--- config.mk ---
export PLATFORM = sky130hd
export DESIGN_NAME = character_buffer
export DESIGN_NICKNAME = d
export VERILOG_FILES = /design/src/hw/ascii_pkg.sv /design/src/hw/console_pkg.sv /design/src/hw/char_ram.sv /design/src/hw/char_writer.sv /design/src/hw/character_buffer.sv /design/src/hw/frame_reader.sv
export VERILOG_INCLUDE_DIRS = /design/src /design/src/hw
export SDC_FILE = /design/constraint.sdc
export NUM_CORES = 1
export LEC_CHECK = 0
export BUFFER_PORTS_ARGS = -buffer_cell sky130_fd_sc_hd__buf_2
export CORE_MARGIN = 2
export CORE_UTILIZATION = 61
export CTS_BUF_LIST = sky130_fd_sc_hd__clkbuf_16
export CTS_CLUSTER_SIZE = 16
export DETAILED_ROUTE_END_ITERATION = 16
export PLACE_DENSITY = 0.77
export SYNTH_ARGS = -nofsm -noshare
export SYNTH_HDL_FRONTEND = slang
export SYNTH_SLANG_ARGS = --single-unit
--- constraint.sdc ---
create_clock -name clk -period 4.05 [get_ports clk]
set_clock_uncertainty 0.2 [all_clocks]
set_input_delay 0.81 -clock clk [delete_from_list [all_inputs] [get_ports clk]]
set_output_delay 0.81 -clock clk [all_outputs]
set_load 0.01 [all_outputs]
--- src/hw/console_cfg.svh ---
// Console geometry macros for the text frame size, font height and cell address widths
`ifndef CONSOLE_CFG_SVH
`define CONSOLE_CFG_SVH

// Characters per text row
`define CHAR_IMAGE_WIDTH  16

// Text rows per frame
`define CHAR_IMAGE_HEIGHT 4

// One cell per character on screen
`define CHAR_IMAGE_SIZE   (`CHAR_IMAGE_WIDTH * `CHAR_IMAGE_HEIGHT)

// Scan lines drawn for each text row
`define FONT_HEIGHT       8

// Cell address width that has to reach CHAR_IMAGE_SIZE - 1
`define CONSOLE_DEPTH     6

// Blanks per horizontal tab come in on this many bits
`define TAB_COUNT_W       3

`endif

--- src/hw/ascii_pkg.sv ---
// Character codes and the control codes the console writer acts on
package ascii_pkg;

  // One character code
  typedef logic [7:0] char_t;

  // Control codes the writer acts on
  typedef enum logic [7:0] {
    BS = 8'h08,   // Backspace
    HT = 8'h09,   // Horizontal tab
    LF = 8'h0a,   // Line feed
    CR = 8'h0d    // Carriage return
  } ascii_ctrl_e;

  // Lowest printable code
  localparam char_t SPACE_CHAR = 8'h20;

  // Delete sits above the printable range and is ignored
  localparam char_t DEL_CHAR   = 8'h7f;

  // Written by backspace, tab, line fill and clear
  localparam char_t BLANK_CHAR = 8'h00;

endpackage

--- src/hw/console_pkg.sv ---
// Console types shared by the writer, the reader and the character RAM
`include "console_cfg.svh"

package console_pkg;

  import ascii_pkg::*;

  // One character cell in the frame
  typedef logic [`CONSOLE_DEPTH-1:0] cell_addr_t;

  // Single write port into the character RAM
  typedef struct packed {
    logic       we;
    cell_addr_t addr;
    char_t      data;
  } ram_wr_t;

  // Input side FSM
  typedef enum logic [2:0] {
    WR_IDLE        = 3'd0,
    WR_NORMAL_CHAR = 3'd1,
    WR_BACKSPACE   = 3'd2,
    WR_LINE_FILL   = 3'd3,   // CR and LF share it
    WR_TAB_FILL    = 3'd4,
    WR_CLEAR       = 3'd5
  } writer_state_e;

  // Output side FSM
  typedef enum logic [2:0] {
    RD_IDLE           = 3'd0,
    RD_WAIT_WRITER    = 3'd1,
    RD_PRIME          = 3'd2,
    RD_GET_CHAR       = 3'd3,
    RD_GET_CHAR_DELAY = 3'd4
  } reader_state_e;

endpackage

--- src/hw/char_ram.sv ---
// Character RAM with one write port and one registered read port
`timescale 1ns/1ns
`include "console_cfg.svh"

module char_ram
  import ascii_pkg::*;
  import console_pkg::*;
(
  input  logic       clk,
  input  logic       rst,
  input  ram_wr_t    i_wr,
  input  cell_addr_t i_rd_addr,
  output char_t      o_rd_data
);

  char_t mem [`CHAR_IMAGE_SIZE];   // One entry per screen cell

  always_ff @(posedge clk) begin
    if (i_wr.we) begin
      mem[i_wr.addr] <= i_wr.data;
    end
  end

  // Read data lands one cycle after the address
  always_ff @(posedge clk) begin
    if (rst) begin
      o_rd_data <= '0;
    end else begin
      o_rd_data <= mem[i_rd_addr];
    end
  end

endmodule

--- src/hw/char_writer.sv ---
// Console writer FSM that decodes characters, moves the cursor and fills or clears cells
`timescale 1ns/1ns
`include "console_cfg.svh"

module char_writer
  import ascii_pkg::*;
  import console_pkg::*;
(
  input  logic                    clk,
  input  logic                    rst,
  input  logic                    i_char_stb,
  input  char_t                   i_char,
  input  logic                    i_alt_func_en,
  input  logic [`TAB_COUNT_W-1:0] i_tab_count,
  input  logic                    i_clear_screen_stb,
  input  logic                    i_reader_busy,
  output logic                    o_wr_char_rdy,
  output logic                    o_writer_busy,
  output ram_wr_t                 o_wr
);

  localparam cell_addr_t LAST_CELL = cell_addr_t'(`CHAR_IMAGE_SIZE - 1);

  writer_state_e           state;
  cell_addr_t              cursor;
  cell_addr_t              cursor_next;
  cell_addr_t              cur_row_end;
  cell_addr_t              row_end;      // Last cell of the row being filled
  logic [`TAB_COUNT_W-1:0] tab_cnt;      // Blanks still to write
  logic                    clear_req;
  logic                    clear_start;
  logic                    char_acc;
  logic                    is_printable;
  char_t                   char_q;

  // Cursor steps forward and wraps from the last cell to cell 0
  assign cursor_next = (cursor == LAST_CELL) ? '0 : cursor + 1'b1;

  // End of the row that holds the cursor
  assign cur_row_end = cell_addr_t'((cursor / `CHAR_IMAGE_WIDTH) * `CHAR_IMAGE_WIDTH
                                    + (`CHAR_IMAGE_WIDTH - 1));

  assign o_wr_char_rdy = (state == WR_IDLE) && !i_reader_busy && !clear_req;
  assign o_writer_busy = (state != WR_IDLE);
  assign char_acc      = i_char_stb && o_wr_char_rdy;
  assign clear_start   = (state == WR_IDLE) && clear_req && !i_reader_busy;
  assign is_printable  = (i_char >= SPACE_CHAR) && (i_char != DEL_CHAR);

  always_ff @(posedge clk) begin
    if (rst) begin
      state     <= WR_CLEAR;   // Blank the whole frame after reset
      cursor    <= '0;
      row_end   <= '0;
      tab_cnt   <= '0;
      clear_req <= 1'b0;
    end else begin
      case (state)
        WR_IDLE: begin
          if (clear_start) begin
            cursor <= '0;
            state  <= WR_CLEAR;
          end else if (char_acc) begin
            if (i_alt_func_en) begin
              state <= WR_NORMAL_CHAR;   // Any code stored as a glyph
            end else begin
              case (i_char)
                BS: state <= WR_BACKSPACE;
                HT: begin
                  tab_cnt <= i_tab_count;
                  state   <= WR_TAB_FILL;
                end
                LF, CR: begin
                  row_end <= cur_row_end;
                  state   <= WR_LINE_FILL;
                end
                default: begin
                  if (is_printable) begin
                    state <= WR_NORMAL_CHAR;
                  end
                end
              endcase
            end
          end
        end
        WR_NORMAL_CHAR: begin
          cursor <= cursor_next;
          state  <= WR_IDLE;
        end
        WR_BACKSPACE: begin
          if (cursor != '0) begin
            cursor <= cursor - 1'b1;
          end
          state <= WR_IDLE;
        end
        WR_LINE_FILL: begin
          cursor <= cursor_next;   // Lands on the next row start at the end
          if (cursor == row_end) begin
            state <= WR_IDLE;
          end
        end
        WR_TAB_FILL: begin
          if (tab_cnt == '0) begin
            state <= WR_IDLE;
          end else begin
            tab_cnt <= tab_cnt - 1'b1;
            cursor  <= cursor_next;
          end
        end
        WR_CLEAR: begin
          cursor <= cursor_next;
          if (cursor == LAST_CELL) begin
            state <= WR_IDLE;   // Cursor wraps back to cell 0
          end
        end
        default: state <= WR_IDLE;
      endcase

      // Clear request waits for both sides to go idle
      if (i_clear_screen_stb) begin
        clear_req <= 1'b1;
      end else if (clear_start) begin
        clear_req <= 1'b0;
      end
    end
  end

  // Character held for the write cycle
  always_ff @(posedge clk) begin
    if (char_acc) begin
      char_q <= i_char;
    end
  end

  // RAM write at the cursor follows the state
  always_comb begin
    o_wr.we   = 1'b0;
    o_wr.addr = cursor;
    o_wr.data = BLANK_CHAR;
    case (state)
      WR_NORMAL_CHAR: begin
        o_wr.we   = 1'b1;
        o_wr.data = char_q;
      end
      WR_BACKSPACE, WR_LINE_FILL, WR_CLEAR: o_wr.we = 1'b1;
      WR_TAB_FILL:                          o_wr.we = (tab_cnt != '0);
      default:                              o_wr.we = 1'b0;
    endcase
  end

endmodule

--- src/hw/character_buffer.sv ---
// Text console character buffer top joining the character writer, frame reader and RAM
`timescale 1ns/1ns
`include "console_cfg.svh"

module character_buffer
  import ascii_pkg::*;
  import console_pkg::*;
(
  input  logic                    clk,
  input  logic                    rst,
  input  logic                    i_char_stb,
  input  char_t                   i_char,
  input  logic                    i_alt_func_en,
  input  logic [`TAB_COUNT_W-1:0] i_tab_count,
  input  logic                    i_clear_screen_stb,
  output logic                    o_wr_char_rdy,
  input  logic                    i_read_frame_stb,
  input  logic                    i_char_req_en,
  output logic                    o_char_rdy,
  output char_t                   o_char
);

  ram_wr_t    wr;
  cell_addr_t rd_addr;
  logic       writer_busy;
  logic       reader_busy;   // Blocks writes during a frame scan

  char_writer u_writer (
    .clk                (clk),
    .rst                (rst),
    .i_char_stb         (i_char_stb),
    .i_char             (i_char),
    .i_alt_func_en      (i_alt_func_en),
    .i_tab_count        (i_tab_count),
    .i_clear_screen_stb (i_clear_screen_stb),
    .i_reader_busy      (reader_busy),
    .o_wr_char_rdy      (o_wr_char_rdy),
    .o_writer_busy      (writer_busy),
    .o_wr               (wr)
  );

  frame_reader u_reader (
    .clk              (clk),
    .rst              (rst),
    .i_read_frame_stb (i_read_frame_stb),
    .i_char_req_en    (i_char_req_en),
    .i_writer_busy    (writer_busy),
    .o_rd_addr        (rd_addr),
    .o_char_rdy       (o_char_rdy),
    .o_reader_busy    (reader_busy)
  );

  char_ram u_ram (
    .clk       (clk),
    .rst       (rst),
    .i_wr      (wr),
    .i_rd_addr (rd_addr),
    .o_rd_data (o_char)
  );

endmodule

--- src/hw/frame_reader.sv ---
// Frame reader FSM that scans the text frame and repeats each row once per font line
`timescale 1ns/1ns
`include "console_cfg.svh"

module frame_reader
  import console_pkg::*;
(
  input  logic       clk,
  input  logic       rst,
  input  logic       i_read_frame_stb,
  input  logic       i_char_req_en,
  input  logic       i_writer_busy,
  output cell_addr_t o_rd_addr,
  output logic       o_char_rdy,
  output logic       o_reader_busy
);

  localparam int COL_W  = $clog2(`CHAR_IMAGE_WIDTH);
  localparam int FONT_W = $clog2(`FONT_HEIGHT);

  localparam logic [COL_W-1:0]  COL_LAST       = COL_W'(`CHAR_IMAGE_WIDTH - 1);
  localparam logic [FONT_W-1:0] FONT_LAST      = FONT_W'(`FONT_HEIGHT - 1);
  localparam cell_addr_t        ROW_STEP       = cell_addr_t'(`CHAR_IMAGE_WIDTH);
  localparam cell_addr_t        LAST_ROW_START =
      cell_addr_t'(`CHAR_IMAGE_SIZE - `CHAR_IMAGE_WIDTH);

  reader_state_e     state;
  cell_addr_t        rd_addr;
  cell_addr_t        row_start;   // First cell of the text row on screen
  logic [COL_W-1:0]  col;
  logic [FONT_W-1:0] font_line;

  assign o_rd_addr     = rd_addr;
  assign o_reader_busy = (state != RD_IDLE);

  always_ff @(posedge clk) begin
    if (rst) begin
      state      <= RD_IDLE;
      rd_addr    <= '0;
      row_start  <= '0;
      col        <= '0;
      font_line  <= '0;
      o_char_rdy <= 1'b0;
    end else begin
      o_char_rdy <= 1'b0;
      case (state)
        RD_IDLE: ;
        RD_WAIT_WRITER: begin
          // Hold off until the writer has finished its update
          if (!i_writer_busy) begin
            rd_addr   <= '0;
            row_start <= '0;
            col       <= '0;
            font_line <= '0;
            state     <= RD_PRIME;
          end
        end
        RD_PRIME: state <= RD_GET_CHAR;   // Address settles into the RAM
        RD_GET_CHAR: begin
          if (i_char_req_en) begin
            o_char_rdy <= 1'b1;   // RAM data shows up with the pulse
            state      <= RD_GET_CHAR_DELAY;
            if (col != COL_LAST) begin
              col     <= col + 1'b1;
              rd_addr <= rd_addr + 1'b1;
            end else begin
              col <= '0;
              if (font_line != FONT_LAST) begin
                font_line <= font_line + 1'b1;
                rd_addr   <= row_start;   // Same row again for the next scan line
              end else begin
                font_line <= '0;
                if (row_start == LAST_ROW_START) begin
                  state <= RD_IDLE;   // Frame done
                end else begin
                  row_start <= row_start + ROW_STEP;
                  rd_addr   <= row_start + ROW_STEP;
                end
              end
            end
          end
        end
        RD_GET_CHAR_DELAY: state <= RD_GET_CHAR;
        default:           state <= RD_IDLE;
      endcase

      // A new strobe always restarts the frame
      if (i_read_frame_stb) begin
        state <= RD_WAIT_WRITER;
      end
    end
  end

endmodule
# ---- Word-level counts from Yosys, hierarchy flattened
# Memories as Yosys holds them, arrays and structs flattened. A register that Yosys moved wholly into a read port is not among the register bits.
# Cells that the tools add are included.
dict set report word_totals {
  memories 1
  out_inout_bits 10
  inputBits 18
  elab_cells 155
  mem_bits_rw 512
  romBits 0
  ff_bits 50
  latchBits 0
}
dict set report classes {
  n_mux 53
  n_shift 0
  reduce_logical 35
  n_eq_ne 40
  mul 0
  bitwise_logic 4
  order_cmp 1
  div 0
  addsub 8
}
# memory words width rd rd_ports_with_merged_regs write_ports line
set mem_list {}
lappend mem_list {u_ram.mem 64 8 1 1 1 char_ram.sv:16} ;# char_t mem [`CHAR_IMAGE_SIZE];
# operator count
set op_table {}
lappend op_table {{6-bit two-way mux} 12}
lappend op_table {{3-bit two-way mux} 21}
lappend op_table {{8-bit by 4-bit equality test with 1-bit output, second input constant} 4}
lappend op_table {{3-bit case mux with 4 select lines} 2}
lappend op_table {{6-bit case mux with 2 select lines} 2}
lappend op_table {{6-bit case mux with 4 select lines} 1}
lappend op_table {{2-bit != test, second input constant} 10}
lappend op_table {{6-bit by 1-bit adder with 6-bit output, second input constant} 2}
lappend op_table {{3-bit by 2-bit equality test with 1-bit output, second input constant} 4}
lappend op_table {{6-bit equality test, second input constant} 2}
lappend op_table {{4-bit two-way mux} 3}
lappend op_table {{2-bit by 1-bit != test with 1-bit output, second input constant} 6}
lappend op_table {{3-bit case mux with 2 select lines} 2}
lappend op_table {{4-bit AND reduction} 3}
lappend op_table {{6-bit AND reduction} 2}
lappend op_table {{5-bit AND reduction} 2}
lappend op_table {{3-bit equality test, second input constant} 3}
lappend op_table {{3-bit logical NOT} 3}
lappend op_table {{3-bit != test, second input constant} 3}
lappend op_table {{3-bit case mux with 3 select lines} 1}
lappend op_table {{3-bit AND reduction} 3}
lappend op_table {{3-bit nonzero test} 3}
lappend op_table {{8-bit by 6-bit >= comparator with 1-bit output, second input constant} 1}
lappend op_table {{8-bit two-way mux} 1}
lappend op_table {{25 further kinds} 45}

# ---- Logic depth before layout (Yosys ltp)
dict set report logic_depth {
  word_depth 8
  mapped_depth 9
  mapped_depth_nobuf 8
}

# ---- Modules after synthesis
# A second synthesis with hierarchy kept.
dict set report unflattened {
  hier_cells 1256
  hier_area_um2 22897.0
}
# mod area_each_um2 cells_each seq_area_each_um2 n_inst
set by_module_without_submodules {}
lappend by_module_without_submodules {char_ram 20158.1 938 15534.9 1}
lappend by_module_without_submodules {char_writer 1691.6 194 560.5 1}
lappend by_module_without_submodules {frame_reader 1047.3 124 380.4 1}

# ---- Worst setup path after synthesis
# OpenSTA, ideal clock, no wires.
dict set report synth_timing {
  path_type {reg-to-reg}
  start {reg u_writer.state[0]}
  end {mem u_ram.mem[0][0] in the netlist's numbering, data pin}
  path_buffers 2
  t_arrival_ns 2.103
  setup_slack_ns 1.380
  path_stages_with_launch 5
  setup_ns 0.367
  synth_period_minus_slack_ns 2.670
  required_time_ns 3.483
  path_cell_list {dfxtp_1 -> buf_2 -> buf_1 -> nor3b_1 -> and2_1}
}
# element line
set synth_lines {}
lappend synth_lines {{from (decl)} char_writer.sv:24} ;# writer_state_e state;
lappend synth_lines {{from (signal assigned)} char_writer.sv:51} ;# state <= WR_CLEAR;
lappend synth_lines {{from (signal assigned)} char_writer.sv:61} ;# state <= WR_CLEAR;
lappend synth_lines {{from (signal assigned)} char_writer.sv:64} ;# state <= WR_NORMAL_CHAR;
lappend synth_lines {{to (decl)} char_ram.sv:16}

# ---- Worst setup path in the final report
dict set report layout_timing {
  start {reg u_writer.tab_cnt[0]}
  end {mem u_ram.mem[15][1] in the netlist's numbering, enable pin}
}
dict set report layout_between {
  elab_chain_cells 4
}
# element line
set layout_rtl {}
lappend layout_rtl {{from (decl)} char_writer.sv:29} ;# logic [`TAB_COUNT_W-1:0] tab_cnt;
lappend layout_rtl {{from (signal assigned)} char_writer.sv:69} ;# tab_cnt <= i_tab_count;
lappend layout_rtl {{from (signal assigned)} char_writer.sv:105} ;# tab_cnt <= tab_cnt - 1'b1;
lappend layout_rtl {{3-bit nonzero test} char_writer.sv:145} ;# WR_TAB_FILL: o_wr.we = (tab_cnt != '0);
lappend layout_rtl {{1-bit case mux with 2 select lines} char_writer.sv:139} ;# case (state)
lappend layout_rtl {{1-bit two-way mux} char_ram.sv:19} ;# if (i_wr.we) begin
lappend layout_rtl {{1-bit two-way mux (not written as such)} char_ram.sv:20} ;# mem[i_wr.addr] <= i_wr.data;
# Every way passes these cells.

==> flow_results.xml <==
<?xml version="1.0" encoding="UTF-8"?>
<metrics>
  <group name="setup_path">
    <metric name="critical_path.cell_chain" unit="">inv_1, ha_1, ha_1, nor2b_1, o31ai_1, nor2_1, nand3_1, nor2_1</metric>
    <metric name="cp.arrival" unit="ns">3.46</metric>
    <metric name="cp-end-kind" unit="">flip-flop</metric>
    <metric name="critical-path-slowest-cell" unit="">nor2_1</metric>
    <metric name="crit_type" unit="">flip-flop to flip-flop</metric>
    <metric name="crit_path_max_incr_delay" unit="ns">0.76</metric>
    <metric name="worst-path-max-fanout" unit="">8</metric>
    <metric name="critPathRequiredTime" unit="ns">4.07</metric>
    <metric name="startpoint_type_of_the_worst_setup_path" unit="">flip-flop</metric>
  </group>
  <group name="place">
    <metric name="pre_cts_ws" unit="ns">0.751</metric>
    <metric name="place_congestion" unit="">0.864</metric>
    <metric name="post-dp-hpwl" unit="microns">31000</metric>
    <metric name="port_buffers" unit="">27</metric>
  </group>
  <group name="clock_network">
    <metric name="path_clk_slew" unit="ns">0.06</metric>
    <metric name="htree_levels" unit="">2</metric>
    <metric name="clock_tree_from_tritoncts" unit="">done</metric>
    <metric name="cts_resized" unit="">0</metric>
    <metric name="cts-root-buf" unit="">clkbuf_16</metric>
    <metric name="numCtsBuffers" unit="">54</metric>
    <metric name="clockBufferDepth" unit="">3</metric>
    <metric name="cts_sinks" unit="">563</metric>
    <metric name="cts.hold.buffers_added" unit="">0</metric>
    <metric name="worst_skew_pair.late_latency" unit="ns">0.61</metric>
    <metric name="post_cts_buffers" unit="">0</metric>
  </group>
  <group name="synth">
    <metric name="synthCells" unit="">1254</metric>
    <metric name="ys_async_sr_fraction" unit="">0</metric>
    <metric name="netlist_area" unit="sq um">22700</metric>
    <metric name="synth_enable_flop_cells" unit="">520</metric>
    <metric name="synth_seq_area_share" unit="">0.727</metric>
    <metric name="dominantRegCellSynth" unit="">edfxtp_1</metric>
    <metric name="synth-seq-cells" unit="">563</metric>
    <metric name="synth_fp_nets" unit="">1282</metric>
    <metric name="yosys_warnings" unit="">0</metric>
    <metric name="avgSynthCellArea" unit="sq um">18.1</metric>
    <metric name="synth_cell_type_count" unit="">70</metric>
  </group>
  <group name="sta">
    <metric name="achievable-frequency" unit="GHz">0.291</metric>
    <metric name="final_setup_violations" unit="">0</metric>
    <metric name="maxSlewHeadroom" unit="">0.365</metric>
    <metric name="finalCritPeriodShare" unit="">0.850</metric>
    <metric name="layout_setup_ws" unit="ns">0.608</metric>
    <metric name="pins_over_slew_limit" unit="">0</metric>
    <metric name="tightest_slew" unit="ns">0.952</metric>
    <metric name="final.hold.worst_slack" unit="ns">0.212</metric>
    <metric name="report.final.hold_viol_count" unit="">0</metric>
    <metric name="grt_setup_unrepaired" unit="">no</metric>
    <metric name="setup_tns" unit="ns">0</metric>
    <metric name="period_needed" unit="ns">3.44</metric>
  </group>
  <group name="detailed_routing">
    <metric name="wl_per_cell" unit="microns">29.2</metric>
    <metric name="detail_route.vias_per_cell" unit="">6.81</metric>
    <metric name="overall_routed_net_length" unit="microns">52500</metric>
    <metric name="final_antenna_net_count" unit="">0</metric>
    <metric name="drt_iter0_drc" unit="">1753</metric>
    <metric name="remaining_drc_errors" unit="">0</metric>
    <metric name="drt_pass_1_iters" unit="">5</metric>
    <metric name="vias" unit="">12300</metric>
  </group>
  <group name="global_route">
    <metric name="grtUsageTotal" unit="">0.280</metric>
    <metric name="grt.overflow.total" unit="">0</metric>
    <metric name="antenna_violations_before_repair" unit="">0</metric>
    <metric name="grt_pass1_vias" unit="">12200</metric>
    <metric name="grt_max_degree" unit="">65</metric>
    <metric name="wire_length_of_the_first_global_routing_pass" unit="microns">77800</metric>
  </group>
  <group name="floorplanning">
    <metric name="rows" unit="">70</metric>
    <metric name="die-area" unit="sq um">38700</metric>
    <metric name="floorplan.initialDensity" unit="">0.619</metric>
    <metric name="die-height" unit="microns">197</metric>
    <metric name="die-width" unit="microns">197</metric>
    <metric name="fp.coreArea" unit="sq um">36600</metric>
    <metric name="io_pins" unit="">28</metric>
  </group>
  <group name="worst_hold_path">
    <metric name="type_of_the_worst_min_delay_path" unit="">input port to flip-flop</metric>
  </group>
  <group name="cells_and_area">
    <metric name="areaGrowthSynthToFinish" unit="%">10.6</metric>
    <metric name="final_net_count" unit="">1315</metric>
    <metric name="layout_commonest_cell" unit="">edfxtp_1</metric>
    <metric name="drive_gt1_frac" unit="">0.206</metric>
    <metric name="mostFrequentLayoutCells" unit="">edfxtp_1, mux4_2, nor2_1</metric>
  </group>
  <group name="pwr">
    <metric name="ir_drop" unit="mV">0.308</metric>
    <metric name="p_per_area" unit="nW/um^2">486</metric>
    <metric name="leakagePower" unit="uW">0.00790</metric>
  </group>
  <group name="status">
    <metric name="run_status" unit="">completed</metric>
  </group>
  <group name="flow_run">
    <metric name="number_of_maximum_capacitance_violations" unit="">0</metric>
  </group>
</metrics>
[stage by stage]
stage | cell area (sq um) | total power, uW | util | instances
after floorplan | 22700 | 6880 | - | 1254
after global placement | 23200 | 7110 | 0.634 | 1699
after detailed placement | 23200 | 7120 | 0.634 | 1699
after CTS | 25100 | 12200 | 0.685 | 1799
after global routing | 25100 | 12500 | 0.685 | 1799
final | 25100 | 12200 | 0.685 | 1800
[registers in the layout (all words and copies together), names as in the netlist]
name                 cells
u_reader.font_line       3
u_ram.o_rd_data          8
u_writer.cursor          6
u_writer.state           3
u_writer.tab_cnt         3
u_reader.row_start       2
u_writer.row_end         3
u_reader.o_char_rdy      1
u_ram.mem              512
u_reader.col             4
u_writer.clear_req       1
u_writer.char_q          8
u_reader.state           3
u_reader.o_rd_addr       6
[power breakdown]
part	switching (uW)	leakage, uW	total, uW	internal, uW
sequential	61.9	0.00514	6500	6440
clock	2160	0.000931	5190	3030
combinational	357	0.00183	503	146
[layout make-up]
type	count	area, sq um
clock inverters	42	392
flip-flops and latches	563	16500
fillers	2295	11500
inverters	14	52.6
clock buffers	58	1450
well taps	468	586
diodes	1	2.50
multi-input cells	607	5790
repair buffers	47	310
[kinds of logic (layout without fill, tap and decap cells)]
| logic type | Yosys count | in the layout | synth area share |
|---|---|---|---|
| other | 0 | 1 | 0 |
| adders and majority gates | 10 | 10 | 0.00552 |
| buffers and inverters | 84 | 161 | 0.0186 |
| xor gates and xnor gates | 12 | 12 | 0.00464 |
| DFF | 563 | 563 | 0.727 |
| AOI/OAI and AO/OA | 154 | 154 | 0.0472 |
| and+or+nand+nor | 259 | 259 | 0.0571 |
| muxes | 172 | 172 | 0.140 |
[worst max-delay path, delay by kind of cell (launching register included)]
family,cells,cell delay [ns]
and+or+nand+nor,4,1.89
buffers and inverters,1,0.05
adders and majority gates,2,0.38
DFF,1,0.35
AOI/OAI and AO/OA,1,0.17
[synth_stat cells, types with 6 or more instances]
cell type	n	area share
buf_2	15	0.0033
buf_1	6	0.00099
o22ai_1	7	0.0019
a21oi_1	45	0.0099
inv_1	13	0.0022
buf_4	9	0.0030
a31oi_1	6	0.0017
nor3b_1	6	0.0020
a311oi_1	9	0.0035
ha_1	10	0.0055
dfxtp_1	43	0.038
mux2i_1	52	0.023
and2_1	11	0.0030
nand2_1	50	0.0083
mux4_2	116	0.12
clkbuf_1	32	0.0053
a211oi_1	14	0.0046
xnor2_1	11	0.0042
edfxtp_1	520	0.69
a221oi_1	11	0.0042
nor2b_1	20	0.0055
buf_6	7	0.0035
nor2_1	95	0.016
nand3_1	20	0.0044
or3_1	6	0.0017
o21ai_0	19	0.0042
nand3b_1	6	0.0020
nor3_1	8	0.0018
o221ai_1	10	0.0039
[layer usage]
layer	up-vias	routed length, microns	track usage
li1	5157	-	-
met1	6232	20100	0.385
met2	770	25600	0.450
met3	105	5230	0.0577
met4	0	1590	0.103
met5	-	0	0
[worst paths after layout]
| kind | from | slack, ns | end | cells after the start |
|---|---|---|---|---|
| max reg2reg | u_writer.tab_cnt[0]$_SDFFE_PP0P_ | 0.61 | u_ram.mem[15][1]$_DFFE_PP_ | 8 |
| min reg2reg | u_writer.row_end[3]$_SDFFE_PP0P_ | 0.26 | u_writer.row_end[3]$_SDFFE_PP0P_ | 2 |
| max | u_writer.tab_cnt[0]$_SDFFE_PP0P_ | 0.61 | u_ram.mem[15][1]$_DFFE_PP_ | 8 |
| min | i_clear_screen_stb | 0.21 | u_writer.clear_req$_SDFFE_PP0P_ | 3 |
No activity file was read; power rests on OpenSTA's default activity.
